--- config.mk ---
export PLATFORM = sky130hd
export DESIGN_NAME = gamepad_top
export DESIGN_NICKNAME = d
export VERILOG_FILES = /design/src/logic/pad_pkg.sv /design/src/logic/pad_scan_if.sv /design/src/logic/pad_poll_timer.sv /design/src/logic/pad_port.sv /design/src/logic/pad_report_hold.sv /design/src/logic/gamepad_top.sv
export SDC_FILE = /design/constraint.sdc
export NUM_CORES = 1
export LEC_CHECK = 0
export ABC_CLOCK_PERIOD_IN_PS = 2200
export BUFFER_PORTS_ARGS = -buffer_cell sky130_fd_sc_hd__buf_2
export CAP_MARGIN = 40
export CORE_UTILIZATION = 32
export DETAILED_ROUTE_END_ITERATION = 10
export SYNTH_ARGS = -nofsm -noshare
export SYNTH_HDL_FRONTEND = slang
export SYNTH_SLANG_ARGS = --single-unit
--- constraint.sdc ---
create_clock -name clk_2x -period 2.2 [get_ports clk_2x]
set_input_delay 0.44 -clock clk_2x [delete_from_list [all_inputs] [get_ports clk_2x]]
set_output_delay 0.44 -clock clk_2x [all_outputs]
set_load 0.02 [all_outputs]
--- src/logic/pad_pkg.sv ---
////////////////////
// Gamepad package
// Serial controller timing constants and the
// button report layout shared by the input path
////////////////////

package pad_pkg;

    // Two SNES-style controller ports
    localparam int NUM_PADS = 2;
    localparam int PAD_BITS = 12;

    // pad_clk half period and poll period, in clk_2x cycles
    localparam int PAD_CLK_HALF = 4;
    localparam int BIT_PERIOD = 2 * PAD_CLK_HALF;
    localparam int POLL_INTERVAL = 512;

    // Counter widths
    localparam int INTERVAL_W = $clog2(POLL_INTERVAL);
    localparam int PHASE_W = $clog2(BIT_PERIOD);
    localparam int BIT_IDX_W = $clog2(PAD_BITS + 1);

    // Sized compare values for the counters
    localparam logic [INTERVAL_W-1:0] INTERVAL_LAST = INTERVAL_W'(POLL_INTERVAL - 1);
    localparam logic [PHASE_W-1:0] PHASE_LAST = PHASE_W'(BIT_PERIOD - 1);
    localparam logic [PHASE_W-1:0] PHASE_HIGH = PHASE_W'(PAD_CLK_HALF);
    localparam logic [BIT_IDX_W-1:0] BIT_LAST = BIT_IDX_W'(PAD_BITS - 1);
    localparam logic [BIT_IDX_W-1:0] BIT_END = BIT_IDX_W'(PAD_BITS);

    // Button order as shifted out by the controller, b first
    typedef struct packed {
        logic r;
        logic l;
        logic x;
        logic a;
        logic right;
        logic left;
        logic down;
        logic up;
        logic start;
        logic select;
        logic y;
        logic b;
    } pad_buttons_t;

    // Same word seen raw or by button name
    typedef union packed {
        logic [PAD_BITS-1:0] raw;
        pad_buttons_t buttons;
    } pad_report_u;

endpackage

--- src/logic/pad_scan_if.sv ---
////////////////////
// Gamepad scan interface
// Latch, controller clock and sampling strobes
// from the poll timer
////////////////////

interface pad_scan_if;

    // Pin-level timing
    logic latch;
    logic pad_clk;

    // One-cycle strobes
    logic sample;
    logic frame_done;

    modport timer (
        output latch,
        output pad_clk,
        output sample,
        output frame_done
    );

    // Shift ports only need the strobes
    modport port (
        input sample,
        input frame_done
    );

    modport hold (
        input frame_done
    );

endinterface

--- src/logic/pad_poll_timer.sv ---
////////////////////
// Gamepad poll timer
// Counts out the poll interval and produces latch,
// pad_clk and the sample and frame end strobes
////////////////////

module pad_poll_timer (
    input  logic      clk_2x,
    input  logic      reset,
    pad_scan_if.timer scan
);

    logic [pad_pkg::INTERVAL_W-1:0] interval_cnt;
    logic [pad_pkg::PHASE_W-1:0]    phase;
    logic [pad_pkg::BIT_IDX_W-1:0]  bit_cnt;

    logic scanning;
    logic latch_next;
    logic clk_low_next;
    logic sample_next;
    logic done_next;

    // Bit 0 is the latch window, bits 1 to 11 each get one pad_clk pulse
    always_comb begin
        scanning = bit_cnt < pad_pkg::BIT_END;
        latch_next = scanning && (bit_cnt == '0);
        clk_low_next = scanning && (bit_cnt != '0) && (phase < pad_pkg::PHASE_HIGH);

        // Sample at the end of each bit period, just before the next shift
        sample_next = scanning && (phase == pad_pkg::PHASE_LAST);
        done_next = sample_next && (bit_cnt == pad_pkg::BIT_LAST);
    end

    always_ff @(posedge clk_2x) begin
        if (reset) begin
            interval_cnt <= '0;
            phase <= '0;
            bit_cnt <= '0;
        end else if (interval_cnt == pad_pkg::INTERVAL_LAST) begin
            // Start of next poll
            interval_cnt <= '0;
            phase <= '0;
            bit_cnt <= '0;
        end else begin
            interval_cnt <= interval_cnt + 1'b1;

            if (scanning) begin
                if (phase == pad_pkg::PHASE_LAST) begin
                    phase <= '0;
                    bit_cnt <= bit_cnt + 1'b1;
                end else begin
                    phase <= phase + 1'b1;
                end
            end
        end
    end

    // Registered so the pins come straight from flops
    always_ff @(posedge clk_2x) begin
        if (reset) begin
            scan.latch <= 1'b0;
            scan.pad_clk <= 1'b1;
            scan.sample <= 1'b0;
            scan.frame_done <= 1'b0;
        end else begin
            scan.latch <= latch_next;
            scan.pad_clk <= !clk_low_next;
            scan.sample <= sample_next;
            scan.frame_done <= done_next;
        end
    end

endmodule

--- src/logic/pad_port.sv ---
////////////////////
// Gamepad shift port
// Collects one controller's serial bits into a report
////////////////////

module pad_port (
    input  logic                clk_2x,
    input  logic                reset,
    pad_scan_if.port            scan,
    input  logic                pad_data,
    output pad_pkg::pad_report_u report
);

    logic [pad_pkg::PAD_BITS-1:0]  shift_reg;
    logic [pad_pkg::PAD_BITS-1:0]  shift_next;
    logic [pad_pkg::BIT_IDX_W-1:0] bit_idx;

    // Data line is active low, a pressed button reads as 0
    always_comb begin
        shift_next = shift_reg;
        shift_next[bit_idx] = ~pad_data;
    end

    always_ff @(posedge clk_2x) begin
        if (reset) begin
            bit_idx <= '0;
        end else if (scan.frame_done) begin
            // Next frame starts at bit 0 again
            bit_idx <= '0;
        end else if (scan.sample) begin
            bit_idx <= bit_idx + 1'b1;
        end
    end

    always_ff @(posedge clk_2x) begin
        if (scan.sample) begin
            shift_reg <= shift_next;
        end

        // Last bit arrives with frame_done, so commit shift_next
        if (scan.frame_done) begin
            report.raw <= shift_next;
        end
    end

endmodule

--- src/logic/pad_report_hold.sv ---
////////////////////
// Gamepad report holder
// Keeps the latest button words, flags new presses
// and raises the soft reset combo
////////////////////

module pad_report_hold (
    input  logic                                        clk_2x,
    input  logic                                        reset,
    pad_scan_if.hold                                    scan,
    input  pad_pkg::pad_report_u                        reports [pad_pkg::NUM_PADS],
    output logic [pad_pkg::PAD_BITS-1:0]                p1_buttons,
    output logic [pad_pkg::PAD_BITS-1:0]                p2_buttons,
    output logic                                        report_valid,
    output logic [pad_pkg::NUM_PADS*pad_pkg::PAD_BITS-1:0] press_events,
    output logic                                        reset_request
);

    logic frame_seen;
    pad_pkg::pad_report_u held [pad_pkg::NUM_PADS];

    logic [pad_pkg::NUM_PADS*pad_pkg::PAD_BITS-1:0] new_events;
    logic combo_now;
    logic combo_prev;

    // held still has last frame's words when the new ones arrive
    always_comb begin
        for (int i = 0; i < pad_pkg::NUM_PADS; i++) begin
            new_events[i*pad_pkg::PAD_BITS +: pad_pkg::PAD_BITS] =
                reports[i].raw & ~held[i].raw;
        end

        // Start + select + L + R on P1
        combo_now = reports[0].buttons.start & reports[0].buttons.select &
                    reports[0].buttons.l & reports[0].buttons.r;
        combo_prev = held[0].buttons.start & held[0].buttons.select &
                     held[0].buttons.l & held[0].buttons.r;
    end

    always_ff @(posedge clk_2x) begin
        if (reset) begin
            frame_seen <= 1'b0;
            report_valid <= 1'b0;
            press_events <= '0;
            reset_request <= 1'b0;

            for (int i = 0; i < pad_pkg::NUM_PADS; i++) begin
                held[i] <= '0;
            end
        end else begin
            // Port reports settle one cycle after frame_done
            frame_seen <= scan.frame_done;
            report_valid <= frame_seen;

            if (frame_seen) begin
                for (int i = 0; i < pad_pkg::NUM_PADS; i++) begin
                    held[i] <= reports[i];
                end

                press_events <= new_events;
                reset_request <= combo_now & ~combo_prev;
            end else begin
                // Events are only meaningful alongside report_valid
                press_events <= '0;
                reset_request <= 1'b0;
            end
        end
    end

    assign p1_buttons = held[0].raw;
    assign p2_buttons = held[1].raw;

endmodule

--- src/logic/gamepad_top.sv ---
////////////////////
// Gamepad input path
// Polls two serial controllers and reports buttons,
// press events and the soft reset request
////////////////////

module gamepad_top (
    input  logic                                           clk_2x,
    input  logic                                           reset,

    // Controller pins
    output logic                                           pad_latch,
    output logic                                           pad_clk,
    input  logic [pad_pkg::NUM_PADS-1:0]                   pad_data,

    // Button state
    output logic [pad_pkg::PAD_BITS-1:0]                   p1_buttons,
    output logic [pad_pkg::PAD_BITS-1:0]                   p2_buttons,
    output logic                                           report_valid,
    output logic [pad_pkg::NUM_PADS*pad_pkg::PAD_BITS-1:0] press_events,
    output logic                                           reset_request
);

    pad_scan_if scan ();

    pad_pkg::pad_report_u reports [pad_pkg::NUM_PADS];

    pad_poll_timer pad_poll_timer_inst (
        .clk_2x(clk_2x),
        .reset(reset),
        .scan(scan)
    );

    // One shift port per controller, all sharing latch and pad_clk
    for (genvar i = 0; i < pad_pkg::NUM_PADS; i++) begin : g_port
        pad_port pad_port_inst (
            .clk_2x(clk_2x),
            .reset(reset),
            .scan(scan),
            .pad_data(pad_data[i]),
            .report(reports[i])
        );
    end

    pad_report_hold pad_report_hold_inst (
        .clk_2x(clk_2x),
        .reset(reset),
        .scan(scan),
        .reports(reports),
        .p1_buttons(p1_buttons),
        .p2_buttons(p2_buttons),
        .report_valid(report_valid),
        .press_events(press_events),
        .reset_request(reset_request)
    );

    assign pad_latch = scan.latch;
    assign pad_clk = scan.pad_clk;

endmodule

; Word level (Yosys, flattened, before mapping)
; Memories as Yosys holds them, arrays and structs flattened.
; Cells that the tools add are included.
[op_classes]
n_addsub = 5
n_lt_le_gt_ge = 6
n_eq_ne = 3
mux = 14
n_bitwise = 17
reduce_logical = 14
[op_table]
columns = op, count
row1 = $and 12x12->12, 2
row2 = $bwmux 12, 2
row3 = $mux 12, 2
row4 = $not 12->12, 2
row5 = $add 4x1->4 const B, 3
row6 = $lt 4x5->1 const B, 2
row7 = $add 9x1->9 const B, 1
row8 = $eq 9x9->1 const B, 1
row9 = $demux 1 s4, 2
row10 = $ge 4x1->1 const B, 2
row11 = $and 1x1->1, 7
row12 = $logic_and 1x1->1, 7
row13 = $mux 1, 7
row14 = $reduce_or 2->1, 3
row15 = $eq 4x4->1 const B, 1
row16 = $logic_not 4->1, 1
row17 = $lt 4x4->1 const B, 1
row18 = $not 1->1, 4
row19 = $reduce_bool 4->1, 1
row20 = $add 3x1->3 const B, 1
row21 = $eq 3x3->1 const B, 1
row22 = $lt 3x3->1 const B, 1
row23 = $mux 3, 1
row24 = $or 1x1->1, 2
row25 = other kinds (2), 2
[totals]
ff_bits = 103
ramBits = 24
inputBits = 4
out_inout_bits = 52
wordCells = 77
memories = 1
[memory_table]
columns = name, words, word_bits, rd, rd_clocked_by_memory_dff, wr, line
row1 = pad_report_hold_inst.held, 2, 12, 2, 0, 2, pad_report_hold.sv:20  ; pad_pkg::pad_report_u held [pad_pkg::NUM_PADS];

; Longest topological paths before layout
[logic_depth]
depth_word = 5
mapped_depth = 7
mapped_depth_nobuf = 6

; Cells and area by module
; Synthesis repeated with hierarchy kept, for this count alone.
[unflattened]
hier_cells = 369
area_unflattened_um2 = 5161.2
[by_module_without_submodules]
columns = mod, n_inst, cells_per_inst, area_per_inst_um2, seq_area_each_um2
row1 = pad_report_hold, 1, 111, 1856.8, 1261.2
row2 = pad_port (g_port[0].pad_port_inst), 1, 86, 1247.4, 800.8
row3 = pad_port (g_port[1].pad_port_inst), 1, 85, 1234.9, 800.8
row4 = pad_poll_timer, 1, 87, 822.0, 400.4

; Least setup slack after synthesis
; Ideal clock, no wire load.
[synth_timing]
kind = register -> register
start = register pad_poll_timer_inst.scan.sample
end = register g_port[1].pad_port_inst.bit_idx[3] (netlist bit)
arrival_time_ns = 1.421
required_time_ns = 2.076
path_slack_ns = 0.655
stages_incl_launch_ff = 5
cell_sequence = dfxtp_1 > buf_2 > nand4_1 > xor2_1 > nor2_1
[synth_lines]
columns = item, line
row1 = start: declaration, pad_scan_if.sv:20  ; output sample,
row2 = start signal: assignment, pad_poll_timer.sv:68  ; scan.sample <= sample_next;
row3 = end signal: assignment, pad_port.sv:31  ; bit_idx <= bit_idx + 1'b1;
row4 = end: declaration, pad_port.sv:16  ; logic [pad_pkg::BIT_IDX_W-1:0] bit_idx;

; Final worst setup path
[layout_timing]
start = register pad_poll_timer_inst.interval_cnt[0] (netlist bit)
end = register pad_poll_timer_inst.bit_cnt[2] (netlist bit)
[layout_between]
elab_chain_len = 2
[layout_lines]
columns = item, line
row1 = start: declaration, pad_poll_timer.sv:13  ; logic [pad_pkg::INTERVAL_W-1:0] interval_cnt;
row2 = start signal: assignment, pad_poll_timer.sv:45  ; interval_cnt <= interval_cnt + 1'b1;
row3 = $eq 9x9->1, pad_poll_timer.sv:39  ; end else if (interval_cnt == pad_pkg::INTERVAL_LAST) begin
row4 = $reduce_or 2->1 (no source line), --
row5 = end signal: assignment, pad_poll_timer.sv:50  ; bit_cnt <= bit_cnt + 1'b1;
row6 = end: declaration, pad_poll_timer.sv:15  ; logic [pad_pkg::BIT_IDX_W-1:0] bit_cnt;
; No other way between the ends.
; A chain may end at the register's enable or synchronous reset.

==> qor_table.md <==
| Group | Result | Value |
| --- | --- | --- |
| status | Run status | completed |
| global route | First-pass GRT wire length | 12.8 mm |
| logic synthesis | EDFF count, synth | 72 |
| clock tree | CTS Buf Count | 17 |
| global route | Vias in the first global route | 2,683 |
| logic synthesis | Ys async rst share | 0% |
| placement | Minimum setup slack after placement | 0.600 ns |
| clock tree | Clock edge transition at the registers on the reported setup and hold paths | 0.05 ns |
| floorplan | Boundary Pins | 56 |
| floorplan | Effective utilization at floorplan | 32.9% |
| drt | Via density per instance | 4.31 |
| timing | Skew final | 0.00492 ns |
| timing | Number of hold violations in the final report | 0 |
| drt | Final wirelength | 7.45 mm |
| clock tree | Hold_buf cts | 0 |
| global route | Antenna violations before repair | 0 |
| placement | DPL Wire Length | 4.87 mm |
| worst setup path | Startpoint of the worst-slack reg-to-reg timing path | pad_poll_timer_inst.interval_cnt[0] |
| run | Number of max-cap violations | 0 |
| clock tree | Post_cts resized | 0 |
| clock tree | Clock tree from TritonCTS | built |
| clock tree | H-Tree Depth | 4 |
| drt | Router iterations before antenna repair | 4 |
| floorplan | Number of rows created at floorplan | 44 |
| timing | Final-layout setup total negative slack | 0 ns |
| logic synthesis | Cell area after synthesis | 4780 µm² |
| logic synthesis | Commonest register cell after synthesis | edfxtp_1 |
| clock tree | Total number of clock tree sinks | 127 |
| placement | RePlAce Congestion | 0.736 |
| final layout | Nets | 454 |
| global route | Maximum number of pins on one net before global-route repair | 26 |
| final layout | Antenna cells | 0 |
| global route | Overall overflow remaining after global route | 0 |
| worst setup path | Crit path required time | 2.54 ns |
| worst setup path | WS Path Type | register to register |
| timing | Max Fclk | 631 MHz |
| clock tree | Cell at the root of the clock tree | clkbuf_16 |
| worst setup path | Largest fanout on the critical path | 13 |
| final layout | Fraction of final layout cells sized beyond drive strength 1 | 21.2% |
| logic synthesis | Synthesized area divided by synthesized cell count | 13.0 µm² |
| drt | Average wire per cell in the routed design | 11.8 µm |
| global route | Global-route total usage across every layer | 10.6% |
| placement | Number of port buffers | 55 |
| power | Highest ir drop seen on vdd | 0.000570 V |
| floorplan | DIE WIDTH | 124 µm |
| worst setup path | R2r worst-path depth | 6 |
| worst setup path | Worst R2R Setup Slack | 0.61 ns |
| floorplan | Core area | 14,500 µm² |
| power | Pwr/cell area | 993 nW/µm² |
| timing | Min cycle time layout | 1.59 ns |
| final layout | Final design utilization | 41.1% |
| logic synthesis | Leading post-synthesis cells by cell area | edfxtp_1 45%, dfxtp_1 23%, mux2i_1 5.9%, ha_1 3.7%, and2_1 3.3% |
| logic synthesis | YS warnings | 0 |
| worst setup path | Critical Path Sink | pad_poll_timer_inst.bit_cnt[2] |
| drt | Via count | 2,726 |
| timing | Final clock period utilization by the worst path | 72.1% |
| drt | Initial DRC count | 78 |
| timing | Worst slew slack as a fraction of its limit | 58.5% |
| worst hold path | Worst hold path depth | 2 |
| timing | Worst setup slack after layout | 0.614 ns |
| power | Final Power | 5.93 mW |
| timing | Count of final max-slew check failures | 0 |
| clock tree | Clk Latency, worst-skew pair | 0.41 ns |
| worst setup path | Critical Path Source | pad_poll_timer_inst.interval_cnt[0] |
| worst hold path | Path category of the worst min-delay check | primary input to register |
| logic synthesis | Number of nets produced by synthesis | 385 |
| drt | Number of design rule violations left after detail routing | 0 |
| clock tree | Longest Clk Path Bufs | 2 |
| worst setup path | Destination of the worst register-to-register timing path | pad_poll_timer_inst.bit_cnt[2] |
| timing | Setup repair after global routing missed its margin | no |
| timing | Number of setup violations in the final report | 0 |
| floorplan | Total Die Area | 15,400 µm² |
| logic synthesis | Sequential-to-total area share from yosys stat | 68.2% |
| power | Standby leakage power | 2.61 nW |
| clock tree | Buffers inserted during post-CTS setup optimization | 0 |
| logic synthesis | Number of distinct library cells after synthesis | 37 |
| final layout | Layout overhead on the synthesized area | 24.9% |
| timing | Slew of the pin with the lowest slew margin | 0.622 ns |
| worst setup path | Arrival time of the worst setup path | 1.92 ns |
| logic synthesis | Post-synthesis register bit count | 127 |
| floorplan | Height of the die | 124 µm |
| drt | DRT antenna net count | 0 |
| logic synthesis | Most numerous cell in the Yosys netlist | edfxtp_1 |
| logic synthesis | Leading area contributor after synthesis | edfxtp_1 |
| worst setup path | Type of origin of the critical path | register |
| worst setup path | Kind of capture point of the worst setup path | register |
| logic synthesis | Fraction of synthesized cell area taken by the top area cell type | 45.2% |
| logic synthesis | Gate count after technology mapping | 367 |
| logic synthesis | Post-synth top cells | 72 x edfxtp_1, 55 x dfxtp_1, 32 x inv_1 |
layout make-up:
type	instances	area, µm²
Fill cell	1370	8560
Sequential cell	127	3260
Multi-Input combinational cell	198	1350
Clock buffer	22	474
Timing Repair Buffer	60	313
Clock inverter	10	230
Tap cell	184	230
Inverter	32	120
worst max-delay path: stages (launching register included):
cell	delay [ns]
dfxtp_1	0.33
ha_1	0.24
nand4_1	0.12
nor2_1	0.06
ha_1	0.18
or2_2	0.39
nor3_1	0.19
report_power, final:
group	internal (mW)	switching [mW]	leakage, nW
sequential	2.52	0.0170	1.12
clock	2.33	0.969	0.337
combinational	0.0323	0.0657	1.15
total	4.88	1.05	2.61
metrics by stage:
step / hold slack (ns) / area, µm² / instances
floorplan: 0.430 / 4780 / 367
detailed placement: 0.423 / 5270 / 601
global placement: 0.420 / 5270 / 601
global route: 0.389 / 5980 / 633
CTS: 0.339 / 5980 / 633
finish: 0.354 / 5980 / 633
layer usage:
layer / global-route usage (%) / part of all wire [%]
met5: 0 / 0
met4: 6.80 / 2.8
met3: 3.35 / 4.1
met2: 17.0 / 49
met1: 12.2 / 44
worst min path at each step:
stage,from,to
6_report,reset,pad_report_hold_inst.frame_seen
2_1_floorplan,pad_poll_timer_inst.interval_cnt[0],pad_poll_timer_inst.interval_cnt[0]
3_5_place_dp,pad_report_hold_inst.held[0][12],pad_report_hold_inst.press_events[12]
3_3_place_gp,pad_report_hold_inst.held[0][6],pad_report_hold_inst.press_events[6]
4_1_cts,reset,pad_report_hold_inst.frame_seen
5_1_grt,reset,pad_report_hold_inst.frame_seen
layout by cell type, fill, tap and decap left out:
| cell type | n |
|---|---|
| nor2_1 | 23 |
| nand4_1 | 3 |
| or2_2 | 3 |
| and3b_1 | 1 |
| nor2b_1 | 18 |
| nor2b_4 | 1 |
| clkbuf_16 | 17 |
| and2b_1 | 10 |
| bufinv_16 | 7 |
| nand3b_1 | 1 |
| clkbuf_1 | 2 |
| nand2b_1 | 1 |
| o21ai_0 | 3 |
| and2_1 | 25 |
| and4_1 | 2 |
| nor3_1 | 3 |
| nor4_1 | 1 |
| o31a_1 | 1 |
| buf_4 | 5 |
| clkinvlp_4 | 2 |
| buf_2 | 55 |
| nand2_1 | 31 |
| nand3_1 | 6 |
| a41oi_1 | 1 |
| a211oi_1 | 1 |
| edfxtp_1 | 72 |
| xnor2_1 | 4 |
| or3_1 | 2 |
| a21oi_1 | 5 |
| nand3_2 | 1 |
| clkinv_2 | 1 |
| clkbuf_8 | 3 |
| inv_1 | 32 |
| a21boi_1 | 1 |
| and4b_1 | 1 |
| mux2i_1 | 28 |
| xor2_1 | 6 |
| o21a_1 | 1 |
| dfxtp_1 | 55 |
| ha_1 | 14 |
cells by family after synthesis:
family	after synthesis	share of synthesized area [%]
and+or+nand+nor	133	15.1
adders and majority gates	14	3.66
DFF	127	68.2
xor gates and xnor gates	10	1.83
muxes	28	5.86
buffers and inverters	42	3.66
AOI/OAI and AO/OA	13	1.67
Power figures use the tool's default switching activity.
